**src/rtl/coreBusPkg.sv**
```systemverilog
package coreBusPkg;

    // ------------------------------------------------------------------------
    // Bus dimensions.
    // ------------------------------------------------------------------------

    // Width of one memory word.
    localparam int WORD_W = 16;

    // Full word address width carried on the external bus.
    localparam int ADDR_W = 15;

    // ------------------------------------------------------------------------
    // Data port between the execute stage and the memory controller.
    // ------------------------------------------------------------------------

    // Data access request, held as a level while the instruction waits.
    typedef struct packed {
        // Request is active.
        logic              en;
        // Plain store (single write cycle).
        logic              wr;
        // Exchange (read cycle, then write cycle).
        logic              swp;
        // Word address of the data access.
        logic [ADDR_W-1:0] addr;
        // Word to write on the write cycle.
        logic [WORD_W-1:0] wdata;
    } dataReq_t;

    // Data access status returned by the controller.
    typedef struct packed {
        // Read word on the bus is valid this cycle.
        logic reading;
        // Last cycle of the access.
        logic done;
    } dataStat_t;

endpackage
```
**src/rtl/coreIsaPkg.sv**
```systemverilog
package coreIsaPkg;

    import coreBusPkg::*;

    // ------------------------------------------------------------------------
    // Instruction word layout.
    // ------------------------------------------------------------------------

    // Opcode sits in the top nibble of the word.
    localparam int OPCODE_W = 4;

    // Remaining bits carry an address or a pause identifier.
    localparam int FIELD_W = WORD_W - OPCODE_W;

    // Decoded opcodes, anything else runs as NOP.
    typedef enum logic [OPCODE_W-1:0] {
        OP_NOP = 4'h0,
        OP_SWP = 4'h1,
        OP_PSE = 4'h3,
        OP_STR = 4'h4,
        OP_LDR = 4'h5
    } opcode_e;

    // Memory view (LDR, STR, SWP).
    typedef struct packed {
        opcode_e            op;
        logic [FIELD_W-1:0] addr;
    } memView_t;

    // Pause view (PSE), id is handed to the MCU.
    typedef struct packed {
        opcode_e            op;
        logic [FIELD_W-1:0] id;
    } pauseView_t;

    // One instruction word, read through either view.
    typedef union packed {
        memView_t   mem;
        pauseView_t pause;
    } instr_u;

    // ------------------------------------------------------------------------
    // Pipeline register between FETCH and EXECUTE/MEMORY.
    // ------------------------------------------------------------------------

    typedef struct packed {
        // Entry is a bubble, opcode reads as NOP.
        logic              clear;
        // Address following the fetched instruction.
        logic [ADDR_W-1:0] pcNext;
        instr_u            instr;
    } pipeReg_t;

    // Bubble loaded at reset and during boot.
    localparam pipeReg_t PIPE_CLEARED = pipeReg_t'({1'b1, {(ADDR_W + WORD_W){1'b0}}});

endpackage

```
**src/rtl/riscCore.sv**
```systemverilog
`timescale 1ns/1ps

module riscCore
    import coreBusPkg::*, coreIsaPkg::*;
#(
    parameter int MEM_ADDR_W = 15
) (
    input  logic               i_clk,
    input  logic               i_rst,
    // MCU state.
    input  logic               i_isBooted,
    input  logic               i_startPause,
    output logic               o_doPause,
    output logic               o_nowPaused,
    output logic [FIELD_W-1:0] o_pauseId,
    // External memory bus.
    input  logic [WORD_W-1:0]  i_memRData,
    output logic [ADDR_W-1:0]  o_memAddr,
    output logic [WORD_W-1:0]  o_memWData,
    output logic               o_memWr
);

    // Fetch side.
    logic [ADDR_W-1:0] pc;
    logic              iBusy;
    pipeReg_t          pipe;
    // Data side.
    dataReq_t          dReq;
    dataStat_t         dStat;
    // Hazard controls.
    logic              stall;
    logic              freeze;
    logic              pauseGrant;

    // ------------------------------------------------------------------------
    // Memory controller shares the bus between fetch and data.
    // ------------------------------------------------------------------------

    coreMemController #(
        .MEM_ADDR_W(MEM_ADDR_W)
    ) memCtrl0 (
        .i_clk      (i_clk),
        .i_rst      (i_rst),
        .i_iAddr    (pc),
        .o_iBusy    (iBusy),
        .i_dReq     (dReq),
        .o_dStat    (dStat),
        .i_memRData (i_memRData),
        .o_memAddr  (o_memAddr),
        .o_memWData (o_memWData),
        .o_memWr    (o_memWr)
    );

    // ------------------------------------------------------------------------
    // FETCH stage and pipeline register.
    // ------------------------------------------------------------------------

    coreFetchPipe #(
        .MEM_ADDR_W(MEM_ADDR_W)
    ) fetch0 (
        .i_clk        (i_clk),
        .i_rst        (i_rst),
        .i_isBooted   (i_isBooted),
        .i_memRData   (i_memRData),
        .i_iBusy      (iBusy),
        .i_stall      (stall),
        .i_freeze     (freeze),
        .i_pauseGrant (pauseGrant),
        .o_pc         (pc),
        .o_pipe       (pipe)
    );

    // EXECUTE/MEMORY stage.
    coreExecute exec0 (
        .i_clk        (i_clk),
        .i_rst        (i_rst),
        .i_pipe       (pipe),
        .i_startPause (i_startPause),
        .i_dStat      (dStat),
        .i_memRData   (i_memRData),
        .o_dReq       (dReq),
        .o_stall      (stall),
        .o_freeze     (freeze),
        .o_pauseGrant (pauseGrant),
        .o_doPause    (o_doPause),
        .o_nowPaused  (o_nowPaused),
        .o_pauseId    (o_pauseId)
    );

endmodule

```
**src/rtl/coreExecute.sv**
```systemverilog
`timescale 1ns/1ps

module coreExecute
    import coreBusPkg::*, coreIsaPkg::*;
(
    input  logic               i_clk,
    input  logic               i_rst,
    input  pipeReg_t           i_pipe,
    input  logic               i_startPause,
    input  dataStat_t          i_dStat,
    input  logic [WORD_W-1:0]  i_memRData,
    output dataReq_t           o_dReq,
    // Hazard controls for the fetch pipe.
    output logic               o_stall,
    output logic               o_freeze,
    output logic               o_pauseGrant,
    // MCU pause handshake.
    output logic               o_doPause,
    output logic               o_nowPaused,
    output logic [FIELD_W-1:0] o_pauseId
);

    logic [WORD_W-1:0] acc;
    logic [WORD_W-1:0] accSave;
    opcode_e           memOp;
    logic              isLdr;
    logic              isStr;
    logic              isSwp;
    logic              isMem;
    logic              isPse;

    // ------------------------------------------------------------------------
    // Decode.
    // ------------------------------------------------------------------------

    assign memOp = i_pipe.instr.mem.op;
    assign isLdr = (memOp == OP_LDR);
    assign isStr = (memOp == OP_STR);
    assign isSwp = (memOp == OP_SWP);
    assign isMem = isLdr | isStr | isSwp;
    assign isPse = (i_pipe.instr.pause.op == OP_PSE);

    // ------------------------------------------------------------------------
    // Accumulator.
    // ------------------------------------------------------------------------

    // Loads and swaps take the word read on the bus.
    always_ff @(posedge i_clk) begin
        if (i_rst) begin
            acc <= '0;
        end else if (i_dStat.reading) begin
            acc <= i_memRData;
        end
    end

    // Snapshot for the write word.
    // Frozen for the whole access, so a swap writes the old value.
    always_ff @(posedge i_clk) begin
        if (!isMem) begin
            accSave <= acc;
        end
    end

    // ------------------------------------------------------------------------
    // Data request.
    // ------------------------------------------------------------------------

    always_comb begin
        o_dReq.en    = isMem;
        o_dReq.wr    = isStr;
        o_dReq.swp   = isSwp;
        o_dReq.addr  = ADDR_W'(i_pipe.instr.mem.addr);
        o_dReq.wdata = accSave;
    end

    // ------------------------------------------------------------------------
    // Hazards and pause.
    // ------------------------------------------------------------------------

    // PC holds for pauses and for instructions still in the pipe.
    assign o_stall = i_startPause | isPse | isMem;
    // PSE waits for the MCU, memory ops wait for done.
    assign o_freeze = (isPse & ~i_startPause) | (isMem & ~i_dStat.done);
    // MCU grant replaces the pipe entry by a bubble.
    assign o_pauseGrant = i_startPause;

    assign o_doPause   = isPse;
    assign o_pauseId   = i_pipe.instr.pause.id;
    // Paused once the pipe holds only a bubble or the waiting PSE.
    assign o_nowPaused = i_startPause & (i_pipe.clear | isPse);

    // ------------------------------------------------------------------------
    // Checks.
    // ------------------------------------------------------------------------

    // Controller sees one steady request until the access finishes.
    aReqStable : assert property (@(posedge i_clk) disable iff (i_rst)
        (o_dReq.en && !i_dStat.done) |=> $stable(o_dReq))
        else $error("Data request changed before done.");

endmodule

```
**src/rtl/coreFetchPipe.sv**
```systemverilog
`timescale 1ns/1ps

module coreFetchPipe
    import coreBusPkg::*, coreIsaPkg::*;
#(
    parameter int MEM_ADDR_W = 15
) (
    input  logic              i_clk,
    input  logic              i_rst,
    input  logic              i_isBooted,
    // Fetched word is valid unless the bus is busy with data.
    input  logic [WORD_W-1:0] i_memRData,
    input  logic              i_iBusy,
    // Hazard controls from the execute stage.
    input  logic              i_stall,
    input  logic              i_freeze,
    input  logic              i_pauseGrant,
    output logic [ADDR_W-1:0] o_pc,
    output pipeReg_t          o_pipe
);

    logic [MEM_ADDR_W-1:0] pcQ;
    logic [MEM_ADDR_W-1:0] pcInc;
    pipeReg_t              pipeD;
    pipeReg_t              pipeQ;
    logic                  clearNext;

    // ------------------------------------------------------------------------
    // Program counter.
    // ------------------------------------------------------------------------

    // Next sequential word address.
    assign pcInc = pcQ + 1'b1;

    // Core waits at address 0 until boot is finished.
    always_ff @(posedge i_clk) begin
        if (i_rst || !i_isBooted) begin
            pcQ <= '0;
        end else if (!i_stall) begin
            pcQ <= pcInc;
        end
    end

    // Upper address bits stay zero.
    assign o_pc = ADDR_W'(pcQ);

    // ------------------------------------------------------------------------
    // Pipeline register.
    // ------------------------------------------------------------------------

    // Bubble when the word on the bus was data or a pause is taken.
    assign clearNext = i_iBusy | i_pauseGrant;

    always_comb begin
        pipeD.clear  = clearNext;
        pipeD.pcNext = ADDR_W'(pcInc);
        pipeD.instr  = instr_u'(i_memRData);
    end

    // Held as a bubble while booting.
    // Freeze keeps the executing instruction in place.
    always_ff @(posedge i_clk) begin
        if (i_rst || !i_isBooted) begin
            pipeQ <= PIPE_CLEARED;
        end else if (!i_freeze) begin
            pipeQ <= pipeD;
        end
    end

    // Cleared entries execute as NOP.
    always_comb begin
        o_pipe = pipeQ;
        if (pipeQ.clear) begin
            o_pipe.instr.mem.op = OP_NOP;
        end
    end

    // ------------------------------------------------------------------------
    // Checks.
    // ------------------------------------------------------------------------

    // A memory op, a PSE or a granted pause in the pipe holds the fetch address.
    aPcHoldsOnStall : assert property (@(posedge i_clk) disable iff (i_rst)
        (i_isBooted && (i_pauseGrant
            || (o_pipe.instr.mem.op inside {OP_SWP, OP_PSE, OP_STR, OP_LDR})))
        |=> $stable(pcQ))
        else $error("PC moved during a stall.");

endmodule

```
**src/rtl/coreMemController.sv**
```systemverilog
`timescale 1ns/1ps

module coreMemController
    import coreBusPkg::*;
#(
    parameter int MEM_ADDR_W = 15
) (
    input  logic              i_clk,
    input  logic              i_rst,
    // Instruction side always reads.
    input  logic [ADDR_W-1:0] i_iAddr,
    output logic              o_iBusy,
    // Data side.
    input  dataReq_t          i_dReq,
    output dataStat_t         o_dStat,
    // External single-port memory.
    input  logic [WORD_W-1:0] i_memRData,
    output logic [ADDR_W-1:0] o_memAddr,
    output logic [WORD_W-1:0] o_memWData,
    output logic              o_memWr
);

    // Bus owner for the current cycle.
    localparam logic [1:0] ST_FETCH = 2'd0;
    localparam logic [1:0] ST_READ  = 2'd1;
    localparam logic [1:0] ST_WRITE = 2'd2;

    logic [1:0]        state;
    logic [1:0]        stateNext;
    logic              dataPhase;
    logic [ADDR_W-1:0] busAddr;

    // ------------------------------------------------------------------------
    // Bus scheduling.
    // ------------------------------------------------------------------------

    // A request seen while fetching takes the bus on the next cycle.
    // Stores go straight to the write cycle while loads and swaps read first.
    always_comb begin
        stateNext = state;
        case (state)
            ST_FETCH: begin
                if (i_dReq.en) begin
                    stateNext = i_dReq.wr ? ST_WRITE : ST_READ;
                end
            end
            // Swap writes back the old word after its read.
            ST_READ:  stateNext = i_dReq.swp ? ST_WRITE : ST_FETCH;
            ST_WRITE: stateNext = ST_FETCH;
            default:  stateNext = ST_FETCH;
        endcase
    end

    always_ff @(posedge i_clk) begin
        if (i_rst) begin
            state <= ST_FETCH;
        end else begin
            state <= stateNext;
        end
    end

    // ------------------------------------------------------------------------
    // Bus outputs and status.
    // ------------------------------------------------------------------------

    assign dataPhase = (state != ST_FETCH);

    // Data address wins whenever the bus is not fetching.
    assign busAddr = dataPhase ? i_dReq.addr : i_iAddr;

    // Only the used address bits reach the pins.
    assign o_memAddr  = ADDR_W'(busAddr[MEM_ADDR_W-1:0]);
    assign o_memWData = i_dReq.wdata;
    assign o_memWr    = (state == ST_WRITE);

    // Fetched word is not an instruction during a data cycle.
    assign o_iBusy = dataPhase;

    assign o_dStat.reading = (state == ST_READ);
    // Load ends on its read while store and swap end on the write.
    assign o_dStat.done = ((state == ST_READ) && !i_dReq.swp) || (state == ST_WRITE);

    // ------------------------------------------------------------------------
    // Checks.
    // ------------------------------------------------------------------------

    // Writes belong to a live store or swap request.
    aWrOnlyInWrite : assert property (@(posedge i_clk) disable iff (i_rst)
        o_memWr |-> i_dReq.en && (i_dReq.wr || i_dReq.swp))
        else $error("Memory write outside a requested write cycle.");

    // Status never finishes an access nobody asked for.
    aDoneNeedsEn : assert property (@(posedge i_clk) disable iff (i_rst)
        o_dStat.done |-> i_dReq.en)
        else $error("Data done without a request.");

    // Memory answers every read cycle with a defined word.
    aReadDefined : assert property (@(posedge i_clk) disable iff (i_rst)
        o_dStat.reading |-> !$isunknown(i_memRData))
        else $error("Unknown read data in a data read cycle.");

endmodule

```
**config.mk**
```make
export PLATFORM = sky130hd
export DESIGN_NAME = riscCore
export DESIGN_NICKNAME = d
export VERILOG_FILES = /design/src/rtl/coreBusPkg.sv /design/src/rtl/coreIsaPkg.sv /design/src/rtl/riscCore.sv /design/src/rtl/coreExecute.sv /design/src/rtl/coreFetchPipe.sv /design/src/rtl/coreMemController.sv
export SDC_FILE = /design/constraint.sdc
export NUM_CORES = 1
export LEC_CHECK = 0
export ABC_AREA = 1
export BUFFER_PORTS_ARGS = -buffer_cell sky130_fd_sc_hd__clkbuf_2
export CORE_MARGIN = 3
export CORE_UTILIZATION = 54
export CTS_CLUSTER_DIAMETER = 60
export DETAILED_ROUTE_END_ITERATION = 8
export PLACE_DENSITY = 0.78
export SLEW_MARGIN = 20
export SYNTH_ARGS = -nofsm -noshare
export SYNTH_HDL_FRONTEND = slang
export SYNTH_SLANG_ARGS = --single-unit
```
**constraint.sdc**
```tcl
create_clock -name i_clk -period 1.6 [get_ports i_clk]
set_input_delay 0.48 -clock i_clk [delete_from_list [all_inputs] [get_ports i_clk]]
set_output_delay 0.48 -clock i_clk [all_outputs]
set_load 0.05 [all_outputs]
```
# Yosys cells after proc, flatten, opt, wreduce, memory -nomap -nowiden
# Index checks and enable logic that the tools add are counted.
# Widths: inputs -> output; s select.
# op_classes
addsub,1
n_eq_ne,7
n_mux,6
bitwise,12
n_reduce_logical,7
# ops
cell,n
$add 15x1->15 const B,1
$mux 15,1
$eq 4x3->1 const B,2
$or 1x1->1,7
$mux 2,3
$eq 4x1->1 const B,1
$eq 4x2->1 const B,1
$mux 4,1
$pmux 2 s2,1
$and 1x1->1,3
$eq 2x1->1 const B,1
$eq 2x2->1 const B,1
$logic_not 1->1,2
$logic_not 2->1,1
$logic_or 1x1->1,2
$ne 2x1->1 const B,1
$not 1->1,2
$reduce_bool 2->1,1
$logic_and 1x1->1,1
# totals
reg_bits,66
in_bits,20
output_inout_bits,46
wordCells,39

# Logic depth before layout (Yosys ltp)
# Gate-level depths: netlist of run 1.
# logic_depth
ltp_word,8
ltp_mapped,9
depth_no_buf,9

# Cells and area by module
# From an unflattened synthesis of run 1, not the netlist that was laid out.
# unflattened
hier_cells,556
area_unflattened_um2,4222.8
# by_module_without_submodules
mod,instances,cells_per_inst,area_per_inst_um2,seq_area_each_um2
coreFetchPipe,1,330,2326.0,940.9
coreExecute,1,141,1461.4,800.8
coreMemController,1,85,435.4,40.0

# Worst setup path after synthesis of run 1
# Ideal clock, no wire load.
# synth_timing
path_kind,register to output
start,reg memCtrl0.state[0]
end,out o_memAddr[10]
arrival_ns,2.010
required_ns,1.120
setup_slack_ns,-0.890
path_stages_with_launch,5
n_path_buf,1
path_cell_list,dfxtp_1 nor2_1 inv_1 buf_2 o21ai_0
# synth_via
elab_chain_len,2
# synth_lines
element,line,rtl
"start, declared",coreMemController.sv:28,logic [1:0] state;
"start signal, assigned",coreMemController.sv:58,state <= stateNext;
$reduce_bool 2->1,coreMemController.sv:66,assign dataPhase = (state != ST_FETCH);
$mux 15,coreMemController.sv:69,assign busAddr = dataPhase ? i_dReq.addr : i_iAddr;
"end, declared",riscCore.sv:18,"output logic [ADDR_W-1:0] o_memAddr,"
# No other way between the ends.

# Final worst setup path of run 1
# layout_timing
start,reg memCtrl0.state[1]
end,out o_memAddr[10]
# Same word-level chain as after synthesis.

==> results of run 1 <==
## registers in the layout, indices dropped and copies added (netlist names)
name,flops
fetch0.pipeQ,4
exec0.acc,16
fetch0.o_pc,15
exec0.accSave,16
fetch0.o_pipe,13
memCtrl0.state,2
## power by group through the flow
stage / Sequential, mW / Combinational, mW / Clock (mW)
after floorplan: 1.84 / 0.204 / 0
after global placement: 1.80 / 0.331 / 0
after detailed placement: 1.81 / 0.334 / 0
after CTS: 1.77 / 0.350 / 1.52
after global routing: 1.77 / 0.380 / 1.58
final: 1.77 / 0.356 / 1.50
## synthesized netlist by cell type, drive strengths merged
cell,instances,area share (%)
buf,27,6.1
nand4,5,1.0
o22ai,1,0.20
and2,1,0.20
nor3,1,0.16
dfxtp,50,33
inv,43,5.3
nand3,30,5.1
a21oi,27,4.4
ha,1,0.41
edfxtp,16,16
o21ai,10,1.6
nor2,65,8.6
clkbuf,3,0.37
a211oi,15,3.7
xor2,4,1.1
nand2,106,13
## placed cells by master, fill, tap and decap left out, types with 5 or more instances in the layout
master    count
nor2_4       10
edfxtp_1     16
buf_4        15
inv_1        40
a21oi_1      27
clkbuf_8      9
o21ai_4       8
buf_12       17
clkbuf_2     47
a211oi_1     15
nand2_2      17
dfxtp_1      45
nand2_1      88
nand4_1       5
nand3_1      28
nor2_1       51
## cell type report
class                      instances  share of cell area [%]
sequential                        66                    35.3
multi-input combinational        266                    33.9
timing repair buffer              88                    19.7
inverter                          43                    4.00
clock buffer                      10                    3.02
tap                               70                    2.07
clock inverter                     6                    1.96
## repair_timing
item | in CTS | in global routing
setup buffers | 6 | 0
pin swaps | 6 | 4
cloned | 1 | 1
setup endpoints to repair | 18 | 19
resized for setup | 37 | 9
## metrics by stage
stage          setup slack (ps)  instances  cell area (um^2)  hold WS [ps]  power (mW)
6_report                   -230        549              4220           388        3.63
3_3_place_gp               41.5        525              3780           414        2.14
3_5_place_dp             -0.219        525              3780           414        2.14
4_1_cts                    -235        548              4180           367        3.64
5_1_grt                    -297        549              4220           379        3.74
2_1_floorplan             -31.3        405              3220           409        2.04
## logic make-up (layout without fill, tap and decap cells)
| family | count (synthesis) | count (layout) | synth area share [%] |
|---|---|---|---|
| buffers and inverters | 73 | 147 | 11.8 |
| xor gates and xnor gates | 4 | 4 | 1.15 |
| DFF | 66 | 66 | 48.5 |
| and+or+nand+nor | 208 | 208 | 28.2 |
| adders and majority gates | 1 | 1 | 0.410 |
| AOI/OAI and AO/OA | 53 | 53 | 9.95 |
## worst min path at each step
stage                     slack, ps           endpoint  depth (start not counted)
after floorplan                 410  exec0.accSave[15]                          0
after global placement          410  exec0.accSave[14]                          0
after detailed placement        410  exec0.accSave[12]                          0
after CTS                       370   fetch0.pipeQ[15]                          3
after global routing            380   fetch0.pipeQ[15]                          3
final                           390   fetch0.pipeQ[15]                          3
## per-layer routing
metal | GRT usage, % | share of wire, %
met1 | 31.4 | 42
met2 | 43.3 | 49
met3 | 5.10 | 6.9
met4 | 11.0 | 2.2
met5 | 0 | 0
## critical path, cell delays in order (launching register included)
cell and delay [ps]:
dfxtp_2 340, nor2_4 140, inv_4 80, buf_12 150
o21ai_4 150, buf_12 150
==> run_results.csv, run 1 <==
group,metric,value,unit
synthesis,syn-cell-area,3050,um^2
clocking,cts_max_path_buffers,2,
timing,final-max-slew-violation-count,0,
synthesis,avgSynthCellArea,7.54,um^2
worst_setup_path,r2r-end,"fetch0.pipeQ[14]",
worst_setup_path,r2r_slack,50,ps
power,combPwrFrac,9.8,%
worst_setup_path,timing.rr.start,"fetch0.o_pipe[31]",
clocking,clock_latency,330,ps
global_route,grt_pass1_wl,12900,um
status,status,"finished, violations left",
floorplanning,dieArea,6590,um^2
timing,fmax,546,MHz
timing,finalHoldViolCount,0,
clocking,clockRootBuffer,"clkbuf_8",
global_route,antenna_found_initial,0,
floorplanning,coreArea,5300,um^2
power,power_switching,904,uW
clocking,ctsHoldBuffers,0,
status,violations,"setup timing",
floorplanning,chipWidth,81.2,um
drt,drt-wirelength-per-cell,14.3,um
floorplanning,pin_count,66,
power,p_int,2.73,mW
clocking,clkTransAtPathRegs,70,ps
floorplanning,die_h,81.2,um
power,pwr-share-seq,48.8,%
worst_setup_path,path_max_fanout,5,
worst_setup_path,crit_arrival,1350,ps
placement,hpwl,5180,um
timing,post-route-period-util,114,%
layout,syn_to_final_growth,38.2,%
job,max_cap_violations,0,
clocking,cts_buffers,9,
timing,clock_skew,5.81,ps
layout,utilization,79.6,%
timing,final.setup.tns,-3390,ps
synthesis,synth.distinct_cells,25,
clocking,cts_tree,"built",
layout,num-fill-cells,345,
power,sw_frac_of_total,24.9,%
layout,layout-drive-gt1-share,31.9,%
worst_hold_path,hp-start,"i_memRData[15]",
floorplanning,start_util,57.6,%
placement,io_buffers,65,
worst_setup_path,cp-endpoint,"o_memAddr[10]",
synthesis,yosys_warnings,0,
global_route,track_usage,25.5,%
global_route,grt_pass1_vias,2814,
synthesis,seq_area_frac_synth,48.5,%
timing,setup_viol,17,
drt,dr.pass1.iters,5,
layout,final-seq-area,1490,um^2
worst_setup_path,ff2ff_path_depth,9,
layout,final_net_count,495,
layout,antenna_cells,0,
power,peakVddDrop,0.000658,V
clocking,clock_sinks,66,
power,leakage,1.91,nW
global_route,grt_overflow_total,0,
drt,vias,2959,
synthesis,synth-seq-cells,66,
floorplanning,rows,26,
layout,multi_input_area,1430,um^2
timing,rsz0062_at_grt,"yes",
timing,setup_slack,-230,ps
drt,route.detailed.vias_per_inst,5.39,
worst_setup_path,critPathCaptureType,"primary output",
placement,gp_congestion,0.904,
timing,relSlewSlack,64.5,%
clocking,htree_num_levels,3,
drt,drc,0,
synthesis,synth.net_count,426,
drt,antenna_left,0,
global_route,grt_max_degree,32,
drt,drt_iter0_drc,213,
worst_hold_path,hold_class,"input pin to register",
power,cellPowerDensity,860,nW/um^2
timing,tightest_slew,532,ps
worst_setup_path,critPathLaunchType,"register",
synthesis,synth_cells,405,
worst_setup_path,crit_start,"memCtrl0.state[1]",
worst_setup_path,crit_required,1120,ps
drt,totalWireLength,7850,um
worst_setup_path,setup.worst_path.class,"register to primary output",
timing,period_needed,1830,ps
power,clkPwrFrac,41.4,%
Note: power is estimated with default switching activity, not from simulation.
==> run 2: changes to the inputs <==
--- a/config.mk
+++ b/config.mk
@@ -11,7 +11,7 @@
 export CORE_UTILIZATION = 54
 export CTS_CLUSTER_DIAMETER = 60
 export DETAILED_ROUTE_END_ITERATION = 8
-export PLACE_DENSITY = 0.78
+export PLACE_DENSITY = 0.76
 export SLEW_MARGIN = 20
 export SYNTH_ARGS = -nofsm -noshare
 export SYNTH_HDL_FRONTEND = slang
==> run 2 against run 1 <==
The run still ends with setup timing left. Critical path type unchanged. First-iteration DRC count is 15% lower. Core utilization increased by 0.12 points. Register-to-register slack improved by 60 ps. Sequential share of layout area fell by 0.052 points. Clock skew increased by 1.1 ps. Fmax is 1.2% lower. Critical path depth unchanged. Hold slack lost 8.5 ps. Setup slack lost 21 ps. Clock power is 5% lower. Cell count is 0.36% higher. Largest cell class unchanged.
==> run_results.csv, run 2 (synthesis results as in run 1) <==
group,metric,value,unit
floorplanning,dieArea,6590,um^2
floorplanning,rows,26,
clocking,clkTransAtPathRegs,70,ps
layout,final_cell_mix,"89 x nand2_1, 52 x nor2_1, 47 x clkbuf_2",
layout,mostFrequentLayoutCell,"nand2_1",
timing,setup_slack,-252,ps
timing,post-route-period-util,116,%
global_route,track_usage,26.4,%
placement,io_buffers,65,
clocking,cts_buffers,9,
drt,totalWireLength,7890,um
drt,drc,0,
clocking,clock_latency,340,ps
global_route,grt_pass1_vias,2779,
clocking,cts_tree,"built",
power,peakVddDrop,0.000733,V
timing,clock_skew,6.93,ps
global_route,grt_pass1_wl,13100,um
layout,layout-drive-gt1-share,32.2,%
timing,tightest_slew,503,ps
floorplanning,pin_count,66,
worst_setup_path,crit_arrival,1370,ps
worst_hold_path,hold_class,"input pin to register",
timing,setup_viol,17,
placement,post-place-ws,-22.0,ps
layout,num-fill-cells,370,
global_route,antenna_found_initial,0,
layout,antenna_cells,0,
worst_setup_path,setup.worst_path.class,"register to primary output",
worst_setup_path,crit_required,1120,ps
clocking,clockRootBuffer,"clkbuf_8",
clocking,clock_sinks,66,
floorplanning,die_h,81.2,um
power,cellPowerDensity,840,nW/um^2
power,leakage,1.90,nW
timing,whs,379,ps
drt,drt_iter0_drc,182,
layout,syn_to_final_growth,38.4,%
global_route,grt_max_degree,32,
layout,final-seq-area,1490,um^2
placement,gp_congestion,0.889,
floorplanning,start_util,57.6,%
worst_setup_path,critPathCaptureType,"primary output",
placement,hpwl,5460,um
clocking,ctsHoldBuffers,0,
timing,period_needed,1850,ps
layout,multi_input_area,1420,um^2
timing,rsz0062_at_grt,"yes",
drt,route.detailed.vias_per_inst,5.25,
status,violations,"setup timing",
timing,finalHoldViolCount,0,
timing,relSlewSlack,66.4,%
status,status,"finished, violations left",
floorplanning,chipWidth,81.2,um
clocking,cts_max_path_buffers,2,
power,total_power,3.55,mW
timing,fmax,540,MHz
layout,final_net_count,497,
drt,antenna_left,0,
drt,vias,2890,
job,max_cap_violations,0,
global_route,grt_overflow_total,0,
floorplanning,coreArea,5300,um^2
drt,drt-wirelength-per-cell,14.3,um
worst_setup_path,path_max_fanout,5,
worst_setup_path,r2r_slack,110,ps
timing,final-max-slew-violation-count,0,
drt,dr.pass1.iters,5,
clocking,htree_num_levels,3,
worst_setup_path,critPathLaunchType,"register",
run 2: final timing paths:
check                         start               end  depth (start not counted)
setup / recovery  memCtrl0.state[0]      o_memAddr[8]                          5
hold reg to reg        exec0.acc[1]  exec0.accSave[1]                          0
hold / removal       i_memRData[15]  fetch0.pipeQ[15]                          3
setup reg to reg   fetch0.pipeQ[12]  fetch0.pipeQ[15]                         10
run 2: what timing repair did:
| action | in CTS | in global routing |
|---|---|---|
| gates cloned | 2 | 0 |
| resized for setup | 38 | 9 |
| setup buffers | 5 | 2 |
| setup endpoints to repair | 18 | 18 |
| pin swaps | 11 | 4 |
| hold endpoints to repair | 0 | 0 |
run 2: stage by stage:
step / area [um^2] / setup TNS, ps / util, % / std cells
final: 4230 / -3270 / 79.7 / 551
after global routing: 4230 / -4370 / 79.7 / 551
after CTS: 4210 / -3250 / 79.3 / 550
after detailed placement: 3800 / -22.0 / 71.6 / 527
after global placement: 3800 / 0 / 71.6 / 527
after floorplan: 3220 / -73.3 / - / 405
run 2: worst max-delay path, stage by stage (launching register included):
cell	delay [ps]
dfxtp_2	340
nor2_4	130
inv_4	90
buf_16	150
o21ai_4	180
buf_12	150
run 2: metal layers:
layer	track usage, %	routed length (um)
met1	30.7	3220
met2	45.6	3900
met3	9.31	658
met4	7.77	116
met5	0	0
run 2: cell type report:
class,count,area share (%)
clock buffer,12,3.67
clock inverter,4,1.18
inverter,43,4.00
multi-input combinational,266,33.6
sequential,66,35.2
tap,70,2.07
timing repair buffer,90,20.2
run 2: where the power goes:
group | switching [mW] | internal [mW]
Clock | 0.624 | 0.802
Combinational | 0.240 | 0.116
Sequential | 0.0297 | 1.74
